**src/lockstep_pkg.sv**
```systemverilog
// Shared widths and types of the data-memory lockstep checker
// Imported by every RTL block that handles addresses, data words or byte enables

package lockstep_pkg;

  // Bus geometry
  parameter int unsigned AddrWidth = 32;
  parameter int unsigned DataWidth = 32;
  parameter int unsigned ByteWidth = 8;  // Bits per byte lane
  parameter int unsigned BeWidth   = DataWidth / ByteWidth;

  // One bus address
  typedef logic [AddrWidth-1:0] addr_t;

  // One data word, no tag bit
  typedef logic [DataWidth-1:0] data_t;

  // One enable per byte lane
  typedef logic [BeWidth-1:0] be_t;

endpackage

```
**src/exp_access_fifo.sv**
```systemverilog
// Queue of expected accesses announced by the reference model
// The oldest entry is presented as the head, pops come from the comparator
// A push into a full queue is dropped and flagged for one cycle

`timescale 1ns/1ps

module exp_access_fifo #(
  parameter int unsigned ExpDepth = 4
) (
  input  logic                 clk_i,
  input  logic                 arst_n_i,
  input  logic                 push_i,
  input  logic                 we_i,
  input  logic                 split_i,
  input  lockstep_pkg::addr_t  fst_addr_i,
  input  lockstep_pkg::addr_t  snd_addr_i,
  input  lockstep_pkg::data_t  fst_wdata_i,
  input  lockstep_pkg::data_t  snd_wdata_i,
  input  lockstep_pkg::be_t    fst_be_i,
  input  lockstep_pkg::be_t    snd_be_i,
  input  logic                 pop_i,
  output logic                 head_valid_o,
  output logic                 head_we_o,
  output logic                 head_split_o,
  output lockstep_pkg::addr_t  head_fst_addr_o,
  output lockstep_pkg::addr_t  head_snd_addr_o,
  output lockstep_pkg::data_t  head_fst_wdata_o,
  output lockstep_pkg::data_t  head_snd_wdata_o,
  output lockstep_pkg::be_t    head_fst_be_o,
  output lockstep_pkg::be_t    head_snd_be_o,
  output logic                 overflow_o
);
  import lockstep_pkg::*;

  localparam int unsigned PtrWidth   = (ExpDepth > 1) ? $clog2(ExpDepth) : 1;
  localparam int unsigned CountWidth = $clog2(ExpDepth + 1);

  logic [PtrWidth-1:0]   wr_ptr_q, rd_ptr_q;
  logic [CountWidth-1:0] count_q;
  logic                  full, push_en, pop_en;

  // Entry storage, one array per field
  logic  we_mem        [ExpDepth];
  logic  split_mem     [ExpDepth];
  addr_t fst_addr_mem  [ExpDepth];
  addr_t snd_addr_mem  [ExpDepth];
  data_t fst_wdata_mem [ExpDepth];
  data_t snd_wdata_mem [ExpDepth];
  be_t   fst_be_mem    [ExpDepth];
  be_t   snd_be_mem    [ExpDepth];

  assign full         = (count_q == CountWidth'(ExpDepth));
  assign head_valid_o = (count_q != '0);
  assign pop_en       = pop_i & head_valid_o;
  assign push_en      = push_i & (~full | pop_en); // Pop frees the slot this cycle
  assign overflow_o   = push_i & ~push_en;

  always_ff @(posedge clk_i or negedge arst_n_i) begin
    if (!arst_n_i) begin
      wr_ptr_q <= '0;
      rd_ptr_q <= '0;
      count_q  <= '0;
    end else begin
      if (push_en) begin
        wr_ptr_q <= (wr_ptr_q == PtrWidth'(ExpDepth - 1)) ? '0 : wr_ptr_q + 1'b1;
      end
      if (pop_en) begin
        rd_ptr_q <= (rd_ptr_q == PtrWidth'(ExpDepth - 1)) ? '0 : rd_ptr_q + 1'b1;
      end
      case ({push_en, pop_en})
        2'b10:   count_q <= count_q + 1'b1;
        2'b01:   count_q <= count_q - 1'b1;
        default: count_q <= count_q; // Idle or both
      endcase
    end
  end

  always_ff @(posedge clk_i) begin
    if (push_en) begin
      we_mem[wr_ptr_q]        <= we_i;
      split_mem[wr_ptr_q]     <= split_i;
      fst_addr_mem[wr_ptr_q]  <= fst_addr_i;
      snd_addr_mem[wr_ptr_q]  <= snd_addr_i;
      fst_wdata_mem[wr_ptr_q] <= fst_wdata_i;
      snd_wdata_mem[wr_ptr_q] <= snd_wdata_i;
      fst_be_mem[wr_ptr_q]    <= fst_be_i;
      snd_be_mem[wr_ptr_q]    <= snd_be_i;
    end
  end

  // Oldest entry
  assign head_we_o        = we_mem[rd_ptr_q];
  assign head_split_o     = split_mem[rd_ptr_q];
  assign head_fst_addr_o  = fst_addr_mem[rd_ptr_q];
  assign head_snd_addr_o  = snd_addr_mem[rd_ptr_q];
  assign head_fst_wdata_o = fst_wdata_mem[rd_ptr_q];
  assign head_snd_wdata_o = snd_wdata_mem[rd_ptr_q];
  assign head_fst_be_o    = fst_be_mem[rd_ptr_q];
  assign head_snd_be_o    = snd_be_mem[rd_ptr_q];

endmodule

```
**src/access_compare.sv**
```systemverilog
// Compares each granted bus request against the due part of the head access
// Split accesses are checked first part then second part, the last part pops
// Results come out as registered pulses one cycle after the grant

`timescale 1ns/1ps

module access_compare (
  input  logic                 clk_i,
  input  logic                 arst_n_i,
  input  logic                 data_req_i,
  input  logic                 data_gnt_i,
  input  logic                 data_we_i,
  input  lockstep_pkg::addr_t  data_addr_i,
  input  lockstep_pkg::data_t  data_wdata_i,
  input  logic                 head_valid_i,
  input  logic                 head_we_i,
  input  logic                 head_split_i,
  input  lockstep_pkg::addr_t  head_fst_addr_i,
  input  lockstep_pkg::addr_t  head_snd_addr_i,
  input  lockstep_pkg::data_t  head_fst_wdata_i,
  input  lockstep_pkg::data_t  head_snd_wdata_i,
  input  lockstep_pkg::be_t    head_fst_be_i,
  input  lockstep_pkg::be_t    head_snd_be_i,
  output logic                 pop_o,
  output logic                 grant_o,
  output logic                 mismatch_o,
  output logic                 unexpected_o,
  output logic                 done_o
);
  import lockstep_pkg::*;

  logic  gnt;
  logic  checked_gnt;  // Grant with an expected access to check against
  logic  snd_due_q;    // First part of the head already granted
  logic  last_part;
  addr_t part_addr;
  data_t part_wdata;
  be_t   part_be;
  data_t part_mask;
  logic  dir_diff, addr_diff, data_diff;
  logic  part_mismatch;

  assign gnt         = data_req_i & data_gnt_i;
  assign grant_o     = gnt;
  assign checked_gnt = gnt & head_valid_i;
  assign last_part   = ~head_split_i | snd_due_q;
  assign pop_o       = checked_gnt & last_part;

  // Due part of the head
  assign part_addr  = snd_due_q ? head_snd_addr_i  : head_fst_addr_i;
  assign part_wdata = snd_due_q ? head_snd_wdata_i : head_fst_wdata_i;
  assign part_be    = snd_due_q ? head_snd_be_i    : head_fst_be_i;

  // Expand byte enables to a bit mask
  always_comb begin
    part_mask = '0;
    for (int unsigned i = 0; i < BeWidth; i++) begin
      part_mask[i*ByteWidth +: ByteWidth] = {ByteWidth{part_be[i]}};
    end
  end

  assign dir_diff  = (data_we_i != head_we_i);
  assign addr_diff = (data_addr_i != part_addr);
  assign data_diff = head_we_i & (((data_wdata_i ^ part_wdata) & part_mask) != '0);

  assign part_mismatch = dir_diff | addr_diff | data_diff;

  always_ff @(posedge clk_i or negedge arst_n_i) begin
    if (!arst_n_i) begin
      snd_due_q    <= 1'b0;
      mismatch_o   <= 1'b0;
      unexpected_o <= 1'b0;
      done_o       <= 1'b0;
    end else begin
      if (checked_gnt) begin
        snd_due_q <= ~last_part; // Only a first part of a split access leaves one due
      end
      mismatch_o   <= checked_gnt & part_mismatch;
      unexpected_o <= gnt & ~head_valid_i;
      done_o       <= pop_o;
    end
  end

endmodule

```
**src/resp_tracker.sv**
```systemverilog
// Counts outstanding bus responses and compare mismatches
// Also keeps sticky flags for response underflow and expected-queue overflow
// All outputs follow their events by one clock

`timescale 1ns/1ps

module resp_tracker #(
  parameter int unsigned CntWidth = 8
) (
  input  logic                clk_i,
  input  logic                arst_n_i,
  input  logic                grant_i,
  input  logic                rvalid_i,
  input  logic                mismatch_i,
  input  logic                overflow_i,
  output logic [CntWidth-1:0] outstanding_o,
  output logic [CntWidth-1:0] mismatch_count_o,
  output logic                resp_underflow_o,
  output logic                overflow_o
);

  logic outst_empty;
  logic mismatch_sat;

  assign outst_empty  = (outstanding_o == '0);
  assign mismatch_sat = (mismatch_count_o == '1);

  // Outstanding responses, grant adds and rvalid retires
  always_ff @(posedge clk_i or negedge arst_n_i) begin
    if (!arst_n_i) begin
      outstanding_o    <= '0;
      resp_underflow_o <= 1'b0;
    end else begin
      case ({grant_i, rvalid_i})
        2'b10: outstanding_o <= outstanding_o + 1'b1;
        2'b01: begin
          if (outst_empty) begin
            resp_underflow_o <= 1'b1; // Response with nothing in flight
          end else begin
            outstanding_o <= outstanding_o - 1'b1;
          end
        end
        default: outstanding_o <= outstanding_o;
      endcase
    end
  end

  always_ff @(posedge clk_i or negedge arst_n_i) begin
    if (!arst_n_i) begin
      mismatch_count_o <= '0;
      overflow_o       <= 1'b0;
    end else begin
      if (mismatch_i && !mismatch_sat) begin
        mismatch_count_o <= mismatch_count_o + 1'b1;
      end
      if (overflow_i) begin
        overflow_o <= 1'b1; // Sticky until reset
      end
    end
  end

endmodule

```
**src/mem_lockstep.sv**
```systemverilog
// Lockstep checker for a processor data-memory bus
// The reference model pushes expected accesses, the observed bus is compared
// grant by grant and response counts and errors are reported

`timescale 1ns/1ps

module mem_lockstep #(
  parameter int unsigned ExpDepth = 4,
  parameter int unsigned CntWidth = 8
) (
  input  logic                 clk_i,
  input  logic                 arst_n_i,
  input  logic                 exp_valid_i,
  input  logic                 exp_we_i,
  input  logic                 exp_split_i,
  input  lockstep_pkg::addr_t  exp_fst_addr_i,
  input  lockstep_pkg::addr_t  exp_snd_addr_i,
  input  lockstep_pkg::data_t  exp_fst_wdata_i,
  input  lockstep_pkg::data_t  exp_snd_wdata_i,
  input  lockstep_pkg::be_t    exp_fst_be_i,
  input  lockstep_pkg::be_t    exp_snd_be_i,
  input  logic                 data_req_i,
  input  logic                 data_gnt_i,
  input  logic                 data_rvalid_i,
  input  logic                 data_we_i,
  input  lockstep_pkg::addr_t  data_addr_i,
  input  lockstep_pkg::data_t  data_wdata_i,
  input  lockstep_pkg::be_t    data_be_i,    // Bytes are selected by the expected enables
  output logic                 mismatch_o,
  output logic                 unexpected_o,
  output logic                 done_o,
  output logic [CntWidth-1:0]  outstanding_o,
  output logic [CntWidth-1:0]  mismatch_count_o,
  output logic                 overflow_o,
  output logic                 resp_underflow_o
);
  import lockstep_pkg::*;

  logic  head_valid, head_we, head_split;
  addr_t head_fst_addr, head_snd_addr;
  data_t head_fst_wdata, head_snd_wdata;
  be_t   head_fst_be, head_snd_be;
  logic  pop, grant, fifo_overflow;

  exp_access_fifo #(
    .ExpDepth (ExpDepth)
  ) i_exp_access_fifo (
    .clk_i, .arst_n_i,
    .push_i           (exp_valid_i),
    .we_i             (exp_we_i),
    .split_i          (exp_split_i),
    .fst_addr_i       (exp_fst_addr_i),
    .snd_addr_i       (exp_snd_addr_i),
    .fst_wdata_i      (exp_fst_wdata_i),
    .snd_wdata_i      (exp_snd_wdata_i),
    .fst_be_i         (exp_fst_be_i),
    .snd_be_i         (exp_snd_be_i),
    .pop_i            (pop),
    .head_valid_o     (head_valid),
    .head_we_o        (head_we),
    .head_split_o     (head_split),
    .head_fst_addr_o  (head_fst_addr),
    .head_snd_addr_o  (head_snd_addr),
    .head_fst_wdata_o (head_fst_wdata),
    .head_snd_wdata_o (head_snd_wdata),
    .head_fst_be_o    (head_fst_be),
    .head_snd_be_o    (head_snd_be),
    .overflow_o       (fifo_overflow)
  );

  access_compare i_access_compare (
    .clk_i, .arst_n_i,
    .data_req_i, .data_gnt_i, .data_we_i, .data_addr_i, .data_wdata_i,
    .head_valid_i     (head_valid),
    .head_we_i        (head_we),
    .head_split_i     (head_split),
    .head_fst_addr_i  (head_fst_addr),
    .head_snd_addr_i  (head_snd_addr),
    .head_fst_wdata_i (head_fst_wdata),
    .head_snd_wdata_i (head_snd_wdata),
    .head_fst_be_i    (head_fst_be),
    .head_snd_be_i    (head_snd_be),
    .pop_o            (pop),
    .grant_o          (grant),
    .mismatch_o, .unexpected_o, .done_o
  );

  resp_tracker #(
    .CntWidth (CntWidth)
  ) i_resp_tracker (
    .clk_i, .arst_n_i,
    .grant_i          (grant),
    .rvalid_i         (data_rvalid_i),
    .mismatch_i       (mismatch_o),
    .overflow_i       (fifo_overflow),
    .outstanding_o, .mismatch_count_o, .resp_underflow_o, .overflow_o
  );

endmodule

```
**config.mk**
```make
export PLATFORM = sky130hd
export DESIGN_NAME = mem_lockstep
export DESIGN_NICKNAME = d
export VERILOG_FILES = /design/src/lockstep_pkg.sv /design/src/exp_access_fifo.sv /design/src/access_compare.sv /design/src/resp_tracker.sv /design/src/mem_lockstep.sv
export SDC_FILE = /design/constraint.sdc
export NUM_CORES = 1
export LEC_CHECK = 0
export ABC_AREA = 0
export BUFFER_PORTS_ARGS = -buffer_cell sky130_fd_sc_hd__buf_2
export CAP_MARGIN = 20
export CORE_MARGIN = 1.5
export CORE_UTILIZATION = 40
export DETAILED_ROUTE_END_ITERATION = 10
export GPL_TIMING_DRIVEN = 1
export PLACE_DENSITY = 0.69
export SLEW_MARGIN = 20
export SYNTH_ARGS = -nofsm -noshare
export SYNTH_HDL_FRONTEND = slang
export SYNTH_HIERARCHICAL = 1
export SYNTH_SLANG_ARGS = --single-unit
```
**constraint.sdc**
```tcl
create_clock -name clk_i -period 7.1 [get_ports clk_i]
set_input_delay 1.42 -clock clk_i [delete_from_list [all_inputs] [get_ports clk_i]]
set_output_delay 1.42 -clock clk_i [all_outputs]
set_load 0.1 [all_outputs]
```
==> results.yml <==
finish:
  fin_util_pct: 47.5
  nNetsFinal: 1521
  fin_area_um2: 26800
  num-fill-cells: 4623
  multi_input_area_um2: 5370
  register_area_um2: 17300
  area_growth_pct: 17.1
  final_layout_size_suffix_gt1_share_pct: 36.5
outcome:
  outcome: "completed"
setup_path:
  rr_endpoint: "i_exp_access_fifo/split_mem[2]"
  critPathLaunchType: "flip-flop"
  critPathSlowestCell: "dfrtp_4"
  worstPathRequired_ns: 7.34
  crit_type: "flip-flop to flip-flop"
  path_cells: "mux4_2 > nand2b_1 > and3_1 > o21a_1 > and2_4 > buf_12"
  cp_max_fo: 61
  cp.arrival_ns: 4.31
  r2r_setup_slack_ns: 3.03
  reg2reg_from: "i_exp_access_fifo/rd_ptr_q[1]"
  max_stage_delay_ns: 1.05
  critPathCaptureType: "flip-flop"
  crit_family: "simple AND/OR/NAND/NOR gates"
  crit_buf_inv: 1
  worst_r2r_path_depth: 6
clocking:
  numCtsBuffers: 58
  clkTransAtPathRegs_ns: 0.06
  cts_resized: 0
  cts_tree: "built"
  cts_hold_buf: 0
  cts_root_buf: "clkbuf_16"
  clock_latency_ns: 0.60
  cts_sinks: 581
  clk_path_buf_depth: 3
  cts_setup_buffers: 0
  h-tree-depth: 2
routing:
  firstDrtPassIters: 5
  dr_total_vias: 10900
  antenna_left: 0
  wl_per_cell_um: 21.6
  drtIter0Drc: 692
  drc: 0
  wl_um: 45500
  via_per_inst: 5.16
yosys:
  synth_seq_cells: 581
  syn_nets: 1259
  synth_area_um2: 22900
  yosys_warnings: 6
  synthCells: 1038
  synthArstFlopShare_pct: 4.99
  synth_area_per_cell_um2: 22.1
  ys_seq_area_share_pct: 75.5
  synth_top_flop_cell: "edfxtp_1"
  synth-edff-count: 552
  synth_cell_types: 50
grt:
  grt_max_degree: 78
  gr-total-overflow: 0
  grt_usage_pct: 15.7
  grt_pass1_wl_um: 70500
  antenna_found_initial: 15
  grt_pass1_vias: 11700
timing:
  hold_viol: 0
  fin_crit_sh_pct: 57.4
  finalSetupTns_ns: 0
  rsz0062_at_grt: "false"
  fin_crit_ns: 4.07
  timing.slew.headroom_pct: 31.7
  final_max_slew_viol_count: 0
  setup_viol: 0
  skew_ns: 0.0181
  fmax_ghz: 0.246
  worst_slew_pin_slew_ns: 1.02
power:
  ir_drop_mv: 0.308
  p_leak_uw: 0.00897
  p_seq_share_pct: 44.2
  p_per_area_nw_per_um2: 413
  switching_share_pct: 30.7
  internal_power_uw: 7680
  switching_power_uw: 3410
  clkPwrFrac_pct: 26.8
  power_frac_comb_pct: 29.0
floorplanning:
  coreArea_um2: 56500
  ios: 234
  fp.dieH_um: 242
  fp.dieW_um: 242
  fp.dieArea_um2: 58700
  initial_core_util_pct: 40.6
  std_cell_rows: 87
flow_run:
  drv_cap: 0
hold_path:
  min-delay-start: "i_resp_tracker/overflow_o"
  whs_endpoint: "i_resp_tracker/overflow_o"
  hp-class: "flip-flop to flip-flop"
  hold_depth: 1
placed_design:
  place_area_um2: 25000
  routabilityCongestion: 0.730
  hpwl_um: 27300
  port_buffers: 229
-- layout by cell type, fill, tap and decap left out, types with 5 or more instances in the layout --
cell type,synthesis,routed
edfxtp_1,552,552
buf_2,14,229
mux4_2,138,138
xnor2_1,71,71
mux2i_1,68,68
clkbuf_16,0,58
dfrtp_1,29,26
nor4_1,17,17
clkinv_2,0,14
xor2_1,12,12
nand2_1,11,11
clkinv_1,0,10
buf_4,8,10
clkbuf_1,3,9
nand3_1,9,9
a21oi_1,8,8
nor2_1,7,7
ha_1,7,7
clkinvlp_4,0,6
inv_1,6,6
or3_1,6,6
diode_2,0,5
bufinv_16,0,5
nand4_1,5,5
and3_1,5,5
mux2_2,5,5
-- Yosys cell counts (all sizes together) (6+ instances only) --
cell	instances	share of area, %
xor2	12	0.46
nand3	9	0.20
or3	6	0.16
ha	7	0.38
inv	6	0.098
mux2i	68	3.0
nand2	11	0.18
dfrtp	29	3.2
mux4	138	14
xnor2	71	2.7
nor4	17	0.46
a21oi	9	0.21
buf	38	0.99
edfxtp	552	72
nor2	7	0.11
and3	6	0.17
-- kinds of logic (layout without fill, tap and decap cells) --
logic type	count (synthesis)	in the layout	synth area share (%)
AOI/OAI and AO/OA	25	25	0.846
xor gates and xnor gates	83	83	3.17
adders and majority gates	8	8	0.469
buffers and inverters	47	358	1.14
DFF	581	581	75.5
muxes	211	211	16.8
other	0	5	0
and+or+nand+nor	83	83	2.11
-- stage by stage --
stage          power (uW)  setup WS, ns  hold WS (ns)  instances
6_report            11100          3.03         0.472       2110
5_1_grt             11700          2.63         0.481       2106
4_1_cts             11300          2.82         0.475       2105
3_5_place_dp         8290          2.65         0.458       1996
3_3_place_gp         8220          2.68         0.451       1996
2_1_floorplan        7460          1.04         0.534       1038
-- how the worst max path moves through the flow --
stage | cells past startpoint | slack, ns | startpoint | end
5_1_grt | 8 | 2.63 | i_exp_access_fifo/rd_ptr_q[0] | i_access_compare/mismatch_o
4_1_cts | 8 | 2.82 | i_exp_access_fifo/rd_ptr_q[0] | i_access_compare/mismatch_o
3_3_place_gp | 6 | 2.68 | data_req_i | i_exp_access_fifo/snd_addr_mem[1][19]
3_5_place_dp | 6 | 2.65 | data_req_i | i_exp_access_fifo/fst_addr_mem[1][18]
6_report | 6 | 3.03 | i_exp_access_fifo/rd_ptr_q[1] | i_exp_access_fifo/split_mem[2]
2_1_floorplan | 5 | 1.04 | data_req_i | i_exp_access_fifo/fst_addr_mem[0][0]
-- power groups by stage --
stage	Sequential, uW	Clock (uW)	Combinational (uW)
6_report	4900	2970	3220
5_1_grt	4970	3190	3500
4_1_cts	4920	3050	3320
3_5_place_dp	4980	0	3300
3_3_place_gp	4940	0	3290
2_1_floorplan	5100	0	2350
-- sequential cells by signal (all words and copies together) (netlist names), 2 cells and up --
| name | cells |
|---|---|
| i_exp_access_fifo/snd_addr_mem | 128 |
| i_exp_access_fifo/snd_wdata_mem | 128 |
| i_resp_tracker/outstanding_o | 8 |
| i_exp_access_fifo/fst_be_mem | 16 |
| i_exp_access_fifo/fst_addr_mem | 128 |
| i_exp_access_fifo/fst_wdata_mem | 128 |
| i_exp_access_fifo/count_q | 3 |
| i_exp_access_fifo/split_mem | 4 |
| i_exp_access_fifo/wr_ptr_q | 2 |
| i_resp_tracker/mismatch_count_o | 8 |
| i_exp_access_fifo/snd_be_mem | 16 |
| i_exp_access_fifo/rd_ptr_q | 2 |
| i_exp_access_fifo/we_mem | 4 |
-- layout make-up --
class / count / area share [%]
Multi-Input combinational cell: 410 / 20.0
Tap cell: 756 / 3.52
Clock buffer: 70 / 5.69
Clock inverter: 39 / 1.29
Antenna cell: 5 / 0.0466
Timing Repair Buffer: 243 / 4.85
Inverter: 6 / 0.0839
Sequential cell: 581 / 64.5
-- per-layer routing --
metal  GRT usage [%]  wire (um)  vias up
met5               0         98        -
met4            3.90        832       16
met3            3.73       2660       77
met2            25.9      22700      283
met1            21.0      19200     5657
li1                -          -     4851
Note: power is estimated with default switching activity, not from simulation.
